--- src/common/bp_macros.svh ---
// ==================================================
// widths and table sizes of the branch prediction unit
// ==================================================

`ifndef BP_MACROS_SVH
`define BP_MACROS_SVH

`define BP_PC_W        32

// history table is indexed by pc bits 6 to 2
`define BP_BHT_IDX_W   5
`define BP_BHT_ENTRIES (1 << `BP_BHT_IDX_W)

// target buffer is indexed by pc bits 5 to 2, the rest above is the tag
`define BP_BTB_IDX_W   4
`define BP_BTB_ENTRIES (1 << `BP_BTB_IDX_W)
`define BP_BTB_TAG_W   (`BP_PC_W - `BP_BTB_IDX_W - 2)

`endif

--- src/common/bp_pkg.sv ---
// ==================================================
// types shared by the branch prediction unit
// counter states and update kinds
// ==================================================

package bp_pkg;

	// two-bit saturating counter, the msb is the predicted direction
	typedef enum logic [1:0] {
		strongly_not_taken = 2'd0,
		weakly_not_taken   = 2'd1,
		weakly_taken       = 2'd2,
		strongly_taken     = 2'd3
	} counter_state_t;

	// kind of a resolved control transfer reported by execute
	typedef enum logic [1:0] {
		upd_not_taken = 2'd0, // conditional branch that fell through
		upd_taken     = 2'd1, // conditional branch that was taken
		upd_jump      = 2'd2  // unconditional jump
	} update_kind_t;

endpackage

--- src/common/bp_update_if.sv ---
// ==================================================
// resolved branch update bus from execute
// ==================================================

`timescale 1ns/100ps

`include "bp_macros.svh"

interface bp_update_if;
	import bp_pkg::*;

	logic               valid;  // no ready, execute never stalls
	logic [`BP_PC_W-1:0] pc;
	update_kind_t       kind;
	logic [`BP_PC_W-1:0] target;

	modport source (
		output valid,
		output pc,
		output kind,
		output target
	);

	modport sink (
		input valid,
		input pc,
		input kind,
		input target
	);

endinterface

--- src/branch_predictor/branch_history_table.sv ---
// ==================================================
// branch history table
// 32 two-bit saturating counters, registered direction read
// ==================================================

`timescale 1ns/100ps

`include "bp_macros.svh"

module branch_history_table (
	input  logic                clk,
	input  logic                reset,
	input  logic                rd_en,
	input  logic [`BP_PC_W-1:0] rd_pc,
	bp_update_if.sink           upd,
	output logic                taken
);
	import bp_pkg::*;

	localparam int ENTRIES = `BP_BHT_ENTRIES;

	counter_state_t              counters [ENTRIES];
	logic [`BP_BHT_IDX_W-1:0]    rd_idx;
	logic [`BP_BHT_IDX_W-1:0]    wr_idx;
	counter_state_t              wr_state;

	// word aligned pcs, so the two low bits are skipped
	assign rd_idx   = rd_pc[`BP_BHT_IDX_W+1:2];
	assign wr_idx   = upd.pc[`BP_BHT_IDX_W+1:2];
	assign wr_state = counters[wr_idx];

	// ==================================================
	// direction read
	// ==================================================

	// nonblocking read, so an update at the same edge is not seen yet
	always_ff @(posedge clk) begin
		if (reset) begin
			taken <= 1'b0;
		end else if (rd_en) begin
			taken <= counters[rd_idx][1]; // msb of the counter is the direction
		end
	end

	// ==================================================
	// counter update
	// ==================================================

	always_ff @(posedge clk) begin
		if (reset) begin
			for (int i = 0; i < ENTRIES; i++) begin
				counters[i] <= strongly_not_taken;
			end
		end else if (upd.valid) begin
			case (upd.kind)
				upd_taken, upd_jump: begin
					if (wr_state != strongly_taken)
						counters[wr_idx] <= counter_state_t'(wr_state + 2'd1);
				end
				upd_not_taken: begin
					if (wr_state != strongly_not_taken)
						counters[wr_idx] <= counter_state_t'(wr_state - 2'd1);
				end
				default: begin
					// unknown kind leaves the counter alone
				end
			endcase
		end
	end

	// execute must only report the three defined kinds
	assert property (@(posedge clk) disable iff (reset)
		upd.valid |-> upd.kind inside {upd_not_taken, upd_taken, upd_jump})
		else $error("branch_history_table: unknown update kind %0h", upd.kind);

endmodule

--- src/branch_predictor/branch_target_buffer.sv ---
// ==================================================
// branch target buffer
// 16 direct mapped entries of valid, tag and target
// ==================================================

`timescale 1ns/100ps

`include "bp_macros.svh"

module branch_target_buffer (
	input  logic                clk,
	input  logic                reset,
	input  logic                rd_en,
	input  logic [`BP_PC_W-1:0] rd_pc,
	bp_update_if.sink           upd,
	output logic                hit,
	output logic [`BP_PC_W-1:0] target
);
	import bp_pkg::*;

	localparam int ENTRIES = `BP_BTB_ENTRIES;

	logic                      valid_q  [ENTRIES];
	logic [`BP_BTB_TAG_W-1:0]  tag_q    [ENTRIES];
	logic [`BP_PC_W-1:0]       target_q [ENTRIES];

	logic [`BP_BTB_IDX_W-1:0]  rd_idx;
	logic [`BP_BTB_TAG_W-1:0]  rd_tag;
	logic [`BP_BTB_IDX_W-1:0]  wr_idx;
	logic [`BP_BTB_TAG_W-1:0]  wr_tag;
	logic                      wr_en;

	assign rd_idx = rd_pc[`BP_BTB_IDX_W+1:2];
	assign rd_tag = rd_pc[`BP_PC_W-1:`BP_BTB_IDX_W+2];
	assign wr_idx = upd.pc[`BP_BTB_IDX_W+1:2];
	assign wr_tag = upd.pc[`BP_PC_W-1:`BP_BTB_IDX_W+2];

	// only taken transfers allocate, a fall through has no target to learn
	assign wr_en = upd.valid && (upd.kind == upd_taken || upd.kind == upd_jump);

	// ==================================================
	// lookup
	// ==================================================

	always_ff @(posedge clk) begin
		if (reset) begin
			hit <= 1'b0;
		end else if (rd_en) begin
			hit <= valid_q[rd_idx] && (tag_q[rd_idx] == rd_tag);
		end
	end

	always_ff @(posedge clk) begin
		if (rd_en) begin
			target <= target_q[rd_idx]; // only meaningful together with hit
		end
	end

	// ==================================================
	// write
	// ==================================================

	always_ff @(posedge clk) begin
		if (reset) begin
			for (int i = 0; i < ENTRIES; i++) begin
				valid_q[i] <= 1'b0;
			end
		end else if (wr_en) begin
			valid_q[wr_idx] <= 1'b1;
		end
	end

	always_ff @(posedge clk) begin
		if (wr_en) begin
			tag_q[wr_idx]    <= wr_tag;
			target_q[wr_idx] <= upd.target;
		end
	end

	// an allocating update must leave its entry valid for the next lookup
	assert property (@(posedge clk) disable iff (reset)
		wr_en |=> valid_q[$past(wr_idx)])
		else $error("branch_target_buffer: entry %0d not valid after write",
			$past(wr_idx));

endmodule

--- src/verilog/branch_predict_unit.sv ---
// ==================================================
// branch prediction unit top level
// lookup handshake stage, history table and target buffer
// ==================================================

`timescale 1ns/100ps

`include "bp_macros.svh"

module branch_predict_unit (
	input  logic                 clk,
	input  logic                 reset,

	// lookup request from fetch
	input  logic                 req_valid,
	input  logic [`BP_PC_W-1:0]  req_pc,
	output logic                 req_ready,

	// prediction back to fetch
	output logic                 resp_valid,
	input  logic                 resp_ready,
	output logic                 resp_taken,
	output logic [`BP_PC_W-1:0]  resp_target,

	// resolved transfer from execute
	input  logic                 upd_valid,
	input  logic [`BP_PC_W-1:0]  upd_pc,
	input  bp_pkg::update_kind_t upd_kind,
	input  logic [`BP_PC_W-1:0]  upd_target
);
	import bp_pkg::*;

	logic                req_accept;
	logic [`BP_PC_W-1:0] req_pc_q;
	logic                bht_taken;
	logic                btb_hit;
	logic [`BP_PC_W-1:0] btb_target;

	bp_update_if upd_bus ();

	// ==================================================
	// update bus packing
	// ==================================================

	assign upd_bus.valid  = upd_valid;
	assign upd_bus.pc     = upd_pc;
	assign upd_bus.kind   = upd_kind;
	assign upd_bus.target = upd_target;

	// ==================================================
	// lookup stage
	// ==================================================

	// one lookup in flight, a new one may enter as the old one leaves
	assign req_ready  = !resp_valid || resp_ready;
	assign req_accept = req_valid && req_ready;

	always_ff @(posedge clk) begin
		if (reset) begin
			resp_valid <= 1'b0;
		end else if (req_accept) begin
			resp_valid <= 1'b1;
		end else if (resp_ready) begin
			resp_valid <= 1'b0; // response taken and nothing new came in
		end
	end

	always_ff @(posedge clk) begin
		if (req_accept) begin
			req_pc_q <= req_pc;
		end
	end

	// tables read only on an accepted request, so a stalled response holds
	branch_history_table u_bht (
		.clk   (clk),
		.reset (reset),
		.rd_en (req_accept),
		.rd_pc (req_pc),
		.upd   (upd_bus.sink),
		.taken (bht_taken)
	);

	branch_target_buffer u_btb (
		.clk    (clk),
		.reset  (reset),
		.rd_en  (req_accept),
		.rd_pc  (req_pc),
		.upd    (upd_bus.sink),
		.hit    (btb_hit),
		.target (btb_target)
	);

	// ==================================================
	// response forming
	// ==================================================

	// predict taken only when a target is known
	assign resp_taken  = bht_taken && btb_hit;
	assign resp_target = resp_taken ? btb_target : req_pc_q + `BP_PC_W'(4);

	// a stalled response must not change under fetch
	assert property (@(posedge clk) disable iff (reset)
		resp_valid && !resp_ready |=>
			resp_valid && $stable(resp_taken) && $stable(resp_target))
		else $error("branch_predict_unit: response changed under back-pressure");

endmodule

--- config.mk ---
export PLATFORM = sky130hd
export DESIGN_NAME = branch_predict_unit
export DESIGN_NICKNAME = d
export VERILOG_FILES = /design/src/common/bp_pkg.sv /design/src/common/bp_update_if.sv /design/src/branch_predictor/branch_history_table.sv /design/src/branch_predictor/branch_target_buffer.sv /design/src/verilog/branch_predict_unit.sv
export VERILOG_INCLUDE_DIRS = /design/src /design/src/common
export SDC_FILE = /design/constraint.sdc
export NUM_CORES = 1
export LEC_CHECK = 0
export BUFFER_PORTS_ARGS = -buffer_cell sky130_fd_sc_hd__buf_2
export CORE_AREA = 2 2 290 435
export CTS_BUF_LIST = sky130_fd_sc_hd__clkbuf_2 sky130_fd_sc_hd__clkbuf_4 sky130_fd_sc_hd__clkbuf_8
export DETAILED_ROUTE_END_ITERATION = 12
export DIE_AREA = 0 0 292 437
export PLACE_DENSITY_LB_ADDON = 0.2
export SKIP_CTS_REPAIR_TIMING = 1
export SYNTH_ARGS = -nofsm -noshare
export SYNTH_HDL_FRONTEND = slang
export SYNTH_HIERARCHICAL = 1
export SYNTH_SLANG_ARGS = --single-unit
--- constraint.sdc ---
create_clock -name clk -period 7.4 [get_ports clk]
set_input_delay 1.11 -clock clk [delete_from_list [all_inputs] [get_ports clk]]
set_output_delay 1.11 -clock clk [all_outputs]
set_load 0.005 [all_outputs]
# Word level (Yosys, flattened, before mapping)

Memory sizes are Yosys's and may differ from the RTL's. A register that Yosys moved wholly into a read port is not among the register bits.
Cells that the tools add are included.
W data, S select, Z words.

Reductions and logical operators: 13
Add/subtract/negate cells: 3
Muxes and demuxes: 26
Equal/unequal tests: 4
Bitwise logic cells: 1

Operator list:

| kind                    | number |
|---|---|
| $add A32 B3 Y32 const B | 1 |
| $mux W32                | 1 |
| $eq A26 B26 Y1          | 1 |
| $mux W1                 | 21 |
| $mux W5                 | 1 |
| $logic_and A1 B1 Y1     | 4 |
| $mux W2                 | 2 |
| $mux W4                 | 1 |
| $reduce_bool A2 Y1      | 2 |
| $reduce_or A2 Y1        | 2 |
| $add A2 B1 Y2 const B   | 1 |
| $eq A2 B1 Y1 const B    | 1 |
| $eq A2 B2 Y1 const B    | 1 |
| $logic_not A2 Y1        | 1 |
| $logic_or A1 B1 Y1      | 2 |
| $ne A2 B2 Y1 const B    | 1 |
| $sub A2 B1 Y2 const B   | 1 |
| $logic_not A1 Y1        | 1 |
| $or A1 B1 Y1            | 1 |
| $reduce_or A1 Y1        | 1 |

Memories: 4
Flip-flop bits (word level): 34
Bits of input ports: 103
RAM bits: 1008
Output and inout port bits: 35

Memories:

| name           | words | bits a word | read ports | clocked after Yosys merged registers in | write ports | RTL line                   | RTL |
|---|---|---|---|---|---|---|---|
| u_btb.target_q | 16    | 32          | 1          | 1                                       | 1           | branch_target_buffer.sv:25 | `` logic [`BP_PC_W-1:0] target_q [ENTRIES]; `` |
| u_btb.tag_q    | 16    | 26          | 1          | 0                                       | 1           | branch_target_buffer.sv:24 | `` logic [`BP_BTB_TAG_W-1:0] tag_q [ENTRIES]; `` |
| u_bht.counters | 32    | 2           | 2          | 1                                       | 32          | branch_history_table.sv:22 | `counter_state_t counters [ENTRIES];` |
| u_btb.valid_q  | 16    | 1           | 1          | 0                                       | 16          | branch_target_buffer.sv:23 | `logic valid_q [ENTRIES];` |

# Logic depth before layout (Yosys ltp)

An unclocked memory read counts as a cell.

Depth in word-level cells: 10
Gate-level depth with buffers: 12

# Hierarchy

Netlist, hierarchy kept.

By module, submodules not included:

| module               | cells an instance | times used | sequential area each (um^2) | area each (um^2) |
|---|---|---|---|---|
| branch_target_buffer | 1595              | 1          | 29168.0                     | 37417.1 |
| branch_history_table | 313               | 1          | 1941.9                      | 3712.3 |
| branch_predict_unit  | 209               | 1          | 980.9                       | 1955.6 |

# Worst setup path after synthesis

Ideal clock, no wire load.

Path type: input-to-reg
Start: input upd_kind[1]
End: memory u_btb/tag_q[0][0] in the netlist's numbering, enable pin
Library setup time: 0.548 ns
Stages: 4
Arrival: 5.759 ns
Setup slack: 1.092 ns
Data required time: 6.852 ns
Cell sequence: xor2_1 nand2_1 or3_1 nor3_1

Longest elaborated chain between the ends: 5
Elaborated cells between the ends (all ways): 6

RTL lines:

| element                                             | RTL line                   | RTL |
|---|---|---|
| start: declaration                                  | branch_predict_unit.sv:28  | `input bp_pkg::update_kind_t upd_kind,` |
| $eq A2 B1 Y1 / $eq A2 B2 Y1 (equally long branches) | branch_target_buffer.sv:39 | `assign wr_en = upd.valid && (upd.kind == upd_taken \|\| upd.kind == upd_jump);` |
| $logic_or A1 B1 Y1 *                                | branch_target_buffer.sv:39 |  |
| $logic_and A1 B1 Y1 *                               | branch_target_buffer.sv:39 |  |
| $mux W1 *                                           | branch_target_buffer.sv:74 | `if (wr_en) begin` |
| $mux W1 (not written as such) *                     | branch_target_buffer.sv:75 | `tag_q[wr_idx] <= wr_tag;` |
| end: declaration                                    | branch_target_buffer.sv:24 |  |

Mark *: on every way between the ends. The rest lies on a longest branch, timed or not.

# Worst setup path in the final report

Start: register req_pc_q[2]
End: output resp_target[26]

Longest elaborated chain between the ends: 2

RTL lines:

| element                  | RTL line                   | RTL |
|---|---|---|
| start: declaration       | branch_predict_unit.sv:34  | `` logic [`BP_PC_W-1:0] req_pc_q; `` |
| start signal: assignment | branch_predict_unit.sv:70  | `req_pc_q <= req_pc;` |
| $add A32 B3 Y32          | branch_predict_unit.sv:100 | `` assign resp_target = resp_taken ? btb_target : req_pc_q + `BP_PC_W'(4); `` |
| $mux W32                 | branch_predict_unit.sv:100 |  |
| end: declaration         | branch_predict_unit.sv:23  | `` output logic [`BP_PC_W-1:0] resp_target, `` |

No other way between the ends.

==> qor.tcl <==
set qor(report.final.setup_viol) 0
set qor(std_cell_rows) 158
set qor(path_cells) {ha_1 -> nand4_2 -> or4_1 -> or4_1 -> a31oi_1 -> buf_2}
set qor(initial_core_util_pct) 34.87
set qor(port_buffers) 135
set qor(layout_common_cells) {sky130_fd_sc_hd__edfxtp_1 (1056), sky130_fd_sc_hd__mux4_2 (262), sky130_fd_sc_hd__clkbuf_8 (166), sky130_fd_sc_hd__buf_2 (132), sky130_fd_sc_hd__nor2_1 (73)}
set qor(cp_slowest_stage_delay_ns) 0.68
set qor(crit_path_start_kind) {flop}
set qor(first_global_vias) 23450
set qor(static-leakage-power_nw) 15.53
set qor(pin_count_of_the_biggest_net_entering_global_routing) 79
set qor(area_delta_synth_final_pct) 13.65
set qor(final_layout_size_suffix_gt1_share_pct) 29.73
set qor(routed_wire_length_per_instance_um) 28.71
set qor(die_height_um) 437
set qor(synthTopCellsByArea) {sky130_fd_sc_hd__edfxtp_1 (74%), sky130_fd_sc_hd__mux4_2 (14%), sky130_fd_sc_hd__mux2i_1 (1.6%)}
set qor(yosysTopAreaCellShare_pct) 73.60
set qor(placed_cell_area_sq_um) 45710
set qor(max_vdd_drop_v) 0.0001506
set qor(initial_antenna_violation_count) 29
set qor(final-seq-area_sq_um) 32090
set qor(min-delay-path-class) {primary input to flop}
set qor(timing_hold_violations_final) 0
set qor(drv_slew) 0
set qor(clk_transition_reported_paths_ns) 0.07
set qor(final_area_sq_um) 48960
set qor(drt_iter0_markers) 1713
set qor(cp_num_buf_inv) 1
set qor(grtUsageTotal_pct) 18.46
set qor(tritoncts_clock_tree) {built}
set qor(synth.avg_cell_area_sq_um) 20.35
set qor(rrSetupSlack_ns) 4.12
set qor(run_status) {finished clean}
set qor(synth.largest_area_cell) {sky130_fd_sc_hd__edfxtp_1}
set qor(cts.path.max_buffers) 3
set qor(synth-seq-area-share_pct) 74.48
set qor(synth_fp_nets) 2222
set qor(cap_viol_max_count) 0
set qor(holdWs_ns) 0.4226
set qor(multiInputGateArea_sq_um) 10400
set qor(most_common_cell_after_layout_fill_and_taps_aside) {sky130_fd_sc_hd__edfxtp_1}
set qor(die_width_um) 292
set qor(max_freq_mhz) 218.8
set qor(setup_tns_ns) 0
set qor(crit_top_cell) {sky130_fd_sc_hd__or4_1}
set qor(insertion_delay_ns) 0.86
set qor(design.final.nets) 2452
set qor(min_period_ns) 4.570
set qor(synth.ff_latch_count) 1075
set qor(htree_levels) 4
set qor(cellPowerDensity_nw_per_um2) 254.5
set qor(synth_cells) 2117
set qor(postSynth.asyncResetShare_pct) 0
set qor(rsz_0062_raised_after_global_routing) {false}
set qor(syn_std_cell_area_sq_um) 43090
set qor(worst_path_max_delay_cell) {sky130_fd_sc_hd__or4_1}
set qor(filler_cell_count) 11010
set qor(first_pass_iters) 5
set qor(synthesis.yosys.warnings) 6
set qor(maxSlewHeadroom_pct) 22.88
set qor(detailroute.via_count) 22430
set qor(dp.final_hpwl_mm) 66.14
set qor(clock-sinks) 1075
set qor(gpl.final_weighted_congestion) 0.8432
set qor(worst-endpoint-arrival_ns) 3.46
set qor(max_fo_critical_path) 8
set qor(detail_route.vias_per_cell) 5.484
set qor(worstMarginPinSlew_ns) 1.157
set qor(standard_cell_core_area_sq_um) 123600
set qor(yosys.cell_types.count) 67
set qor(grt_pass1_wl_mm) 167.6
set qor(finalClockSkew_ns) 0.03085
set qor(wirelength_mm) 117.4
set qor(grt-ovfl-total) 0
set qor(critical_path_class) {flop to output port}
set qor(fp.dieArea_sq_um) 127600
set qor(cp_top_family) {simple AND/OR/NAND/NOR gates}
set qor(ys_dominant_reg_cell) {sky130_fd_sc_hd__edfxtp_1}
set qor(drc) 0
set qor(io-pin-count) 138
set qor(critical_path_required_ns) 6.29
set qor(synth_edf_count) 1056
set qor(cts_buffers) 163
set qor(antenna_left) 0
set qor(critical_path.endpoint_type) {output port}
set qor(post-route-util_pct) 39.63
set qor(clk_root_buffer_cell) {sky130_fd_sc_hd__clkbuf_8}
set qor(post-route-period-util_pct) 61.75
==> flip-flops by register name (all words and copies together), names as in the netlist <==
signal          cells
u_btb/target       32
u_btb/tag_q       416
u_bht/counters     64
resp_valid          1
u_bht/taken         1
u_btb/valid_q      16
u_btb/target_q    512
req_pc_q           32
u_btb/hit           1
==> per-stage QoR <==
step	worst slack, ns	power [W]	cells
after floorplan	1.093	0.007410	2117
after global placement	2.432	0.007714	3782
after detailed placement	2.380	0.007734	3782
after CTS	2.668	0.01263	4086
after global routing	2.591	0.01292	4089
final	2.831	0.01246	4090
==> cell usage after synthesis (all sizes together) (12+ instances only) <==
| library cell | count |
|---|---|
| a21oi | 46 |
| a31oi | 15 |
| buf | 60 |
| clkbuf | 58 |
| dfxtp | 19 |
| edfxtp | 1056 |
| inv | 26 |
| mux2i | 69 |
| mux4 | 275 |
| nand2 | 57 |
| nand2b | 14 |
| nand3 | 21 |
| nand4 | 23 |
| nor2 | 85 |
| nor3 | 15 |
| nor4 | 37 |
| o21ai | 31 |
| o21bai | 32 |
| o22ai | 17 |
| or3 | 13 |
| or4 | 13 |
| xnor2 | 23 |
| xor2 | 12 |
==> where the power goes <==
| group | leakage (nW) | total (W) | internal [W] | switching, W |
|---|---|---|---|---|
| combinational | 4.02 | 0.000742 | 0.000282 | 0.000460 |
| sequential | 9.80 | 0.00685 | 0.00681 | 0.0000420 |
| clock | 1.71 | 0.00487 | 0.00252 | 0.00235 |
==> metal layers <==
metal	track usage [%]	up-vias	share of wire, %
met4	4.847	38	2.1
met3	4.754	205	6.9
met1	22.82	12020	39
li1	-	9367	-
met5	0	-	0.20
met2	32.06	803	52
==> final timing paths <==
kind	from	end	cells after the start
setup / recovery	req_pc_q[2]$_DFFE_PP_	resp_target[26]	6
hold reg to reg	u_btb/valid_q[14]$_DFF_P_	u_btb/valid_q[14]$_DFF_P_	2
setup reg to reg	u_bht/counters[17][0]$_SDFFCE_PN0P_	u_bht/counters[26][1]$_SDFFCE_PN0P_	7
hold / removal	req_pc[0]	req_pc_q[0]$_DFFE_PP_	1
==> cell families (layout without fill, tap and decap cells) <==
group / Yosys count / in the layout / share of synthesized area (%)
AO/OA/AOI/OAI: 205 / 205 / 3.224
XOR/XNOR: 35 / 35 / 0.7115
multiplexers: 347 / 347 / 16.17
buffers and inverters: 144 / 513 / 1.632
AND/OR/NAND/NOR: 309 / 309 / 3.723
other: 0 / 4 / 0
flip-flops: 1075 / 1075 / 74.48
adder cells (fa/ha/maj): 2 / 2 / 0.05807
==> final cells by class <==
class	count	area share [%]
Inverter	26	0.1993
Timing Repair Buffer	183	2.272
Antenna cell	4	0.02044
Tap cell	1600	4.089
Clock inverter	81	1.094
Clock buffer	223	5.540
Sequential cell	1075	65.54
Multi-Input combinational cell	898	21.25
(Power assumes the default switching activity.)
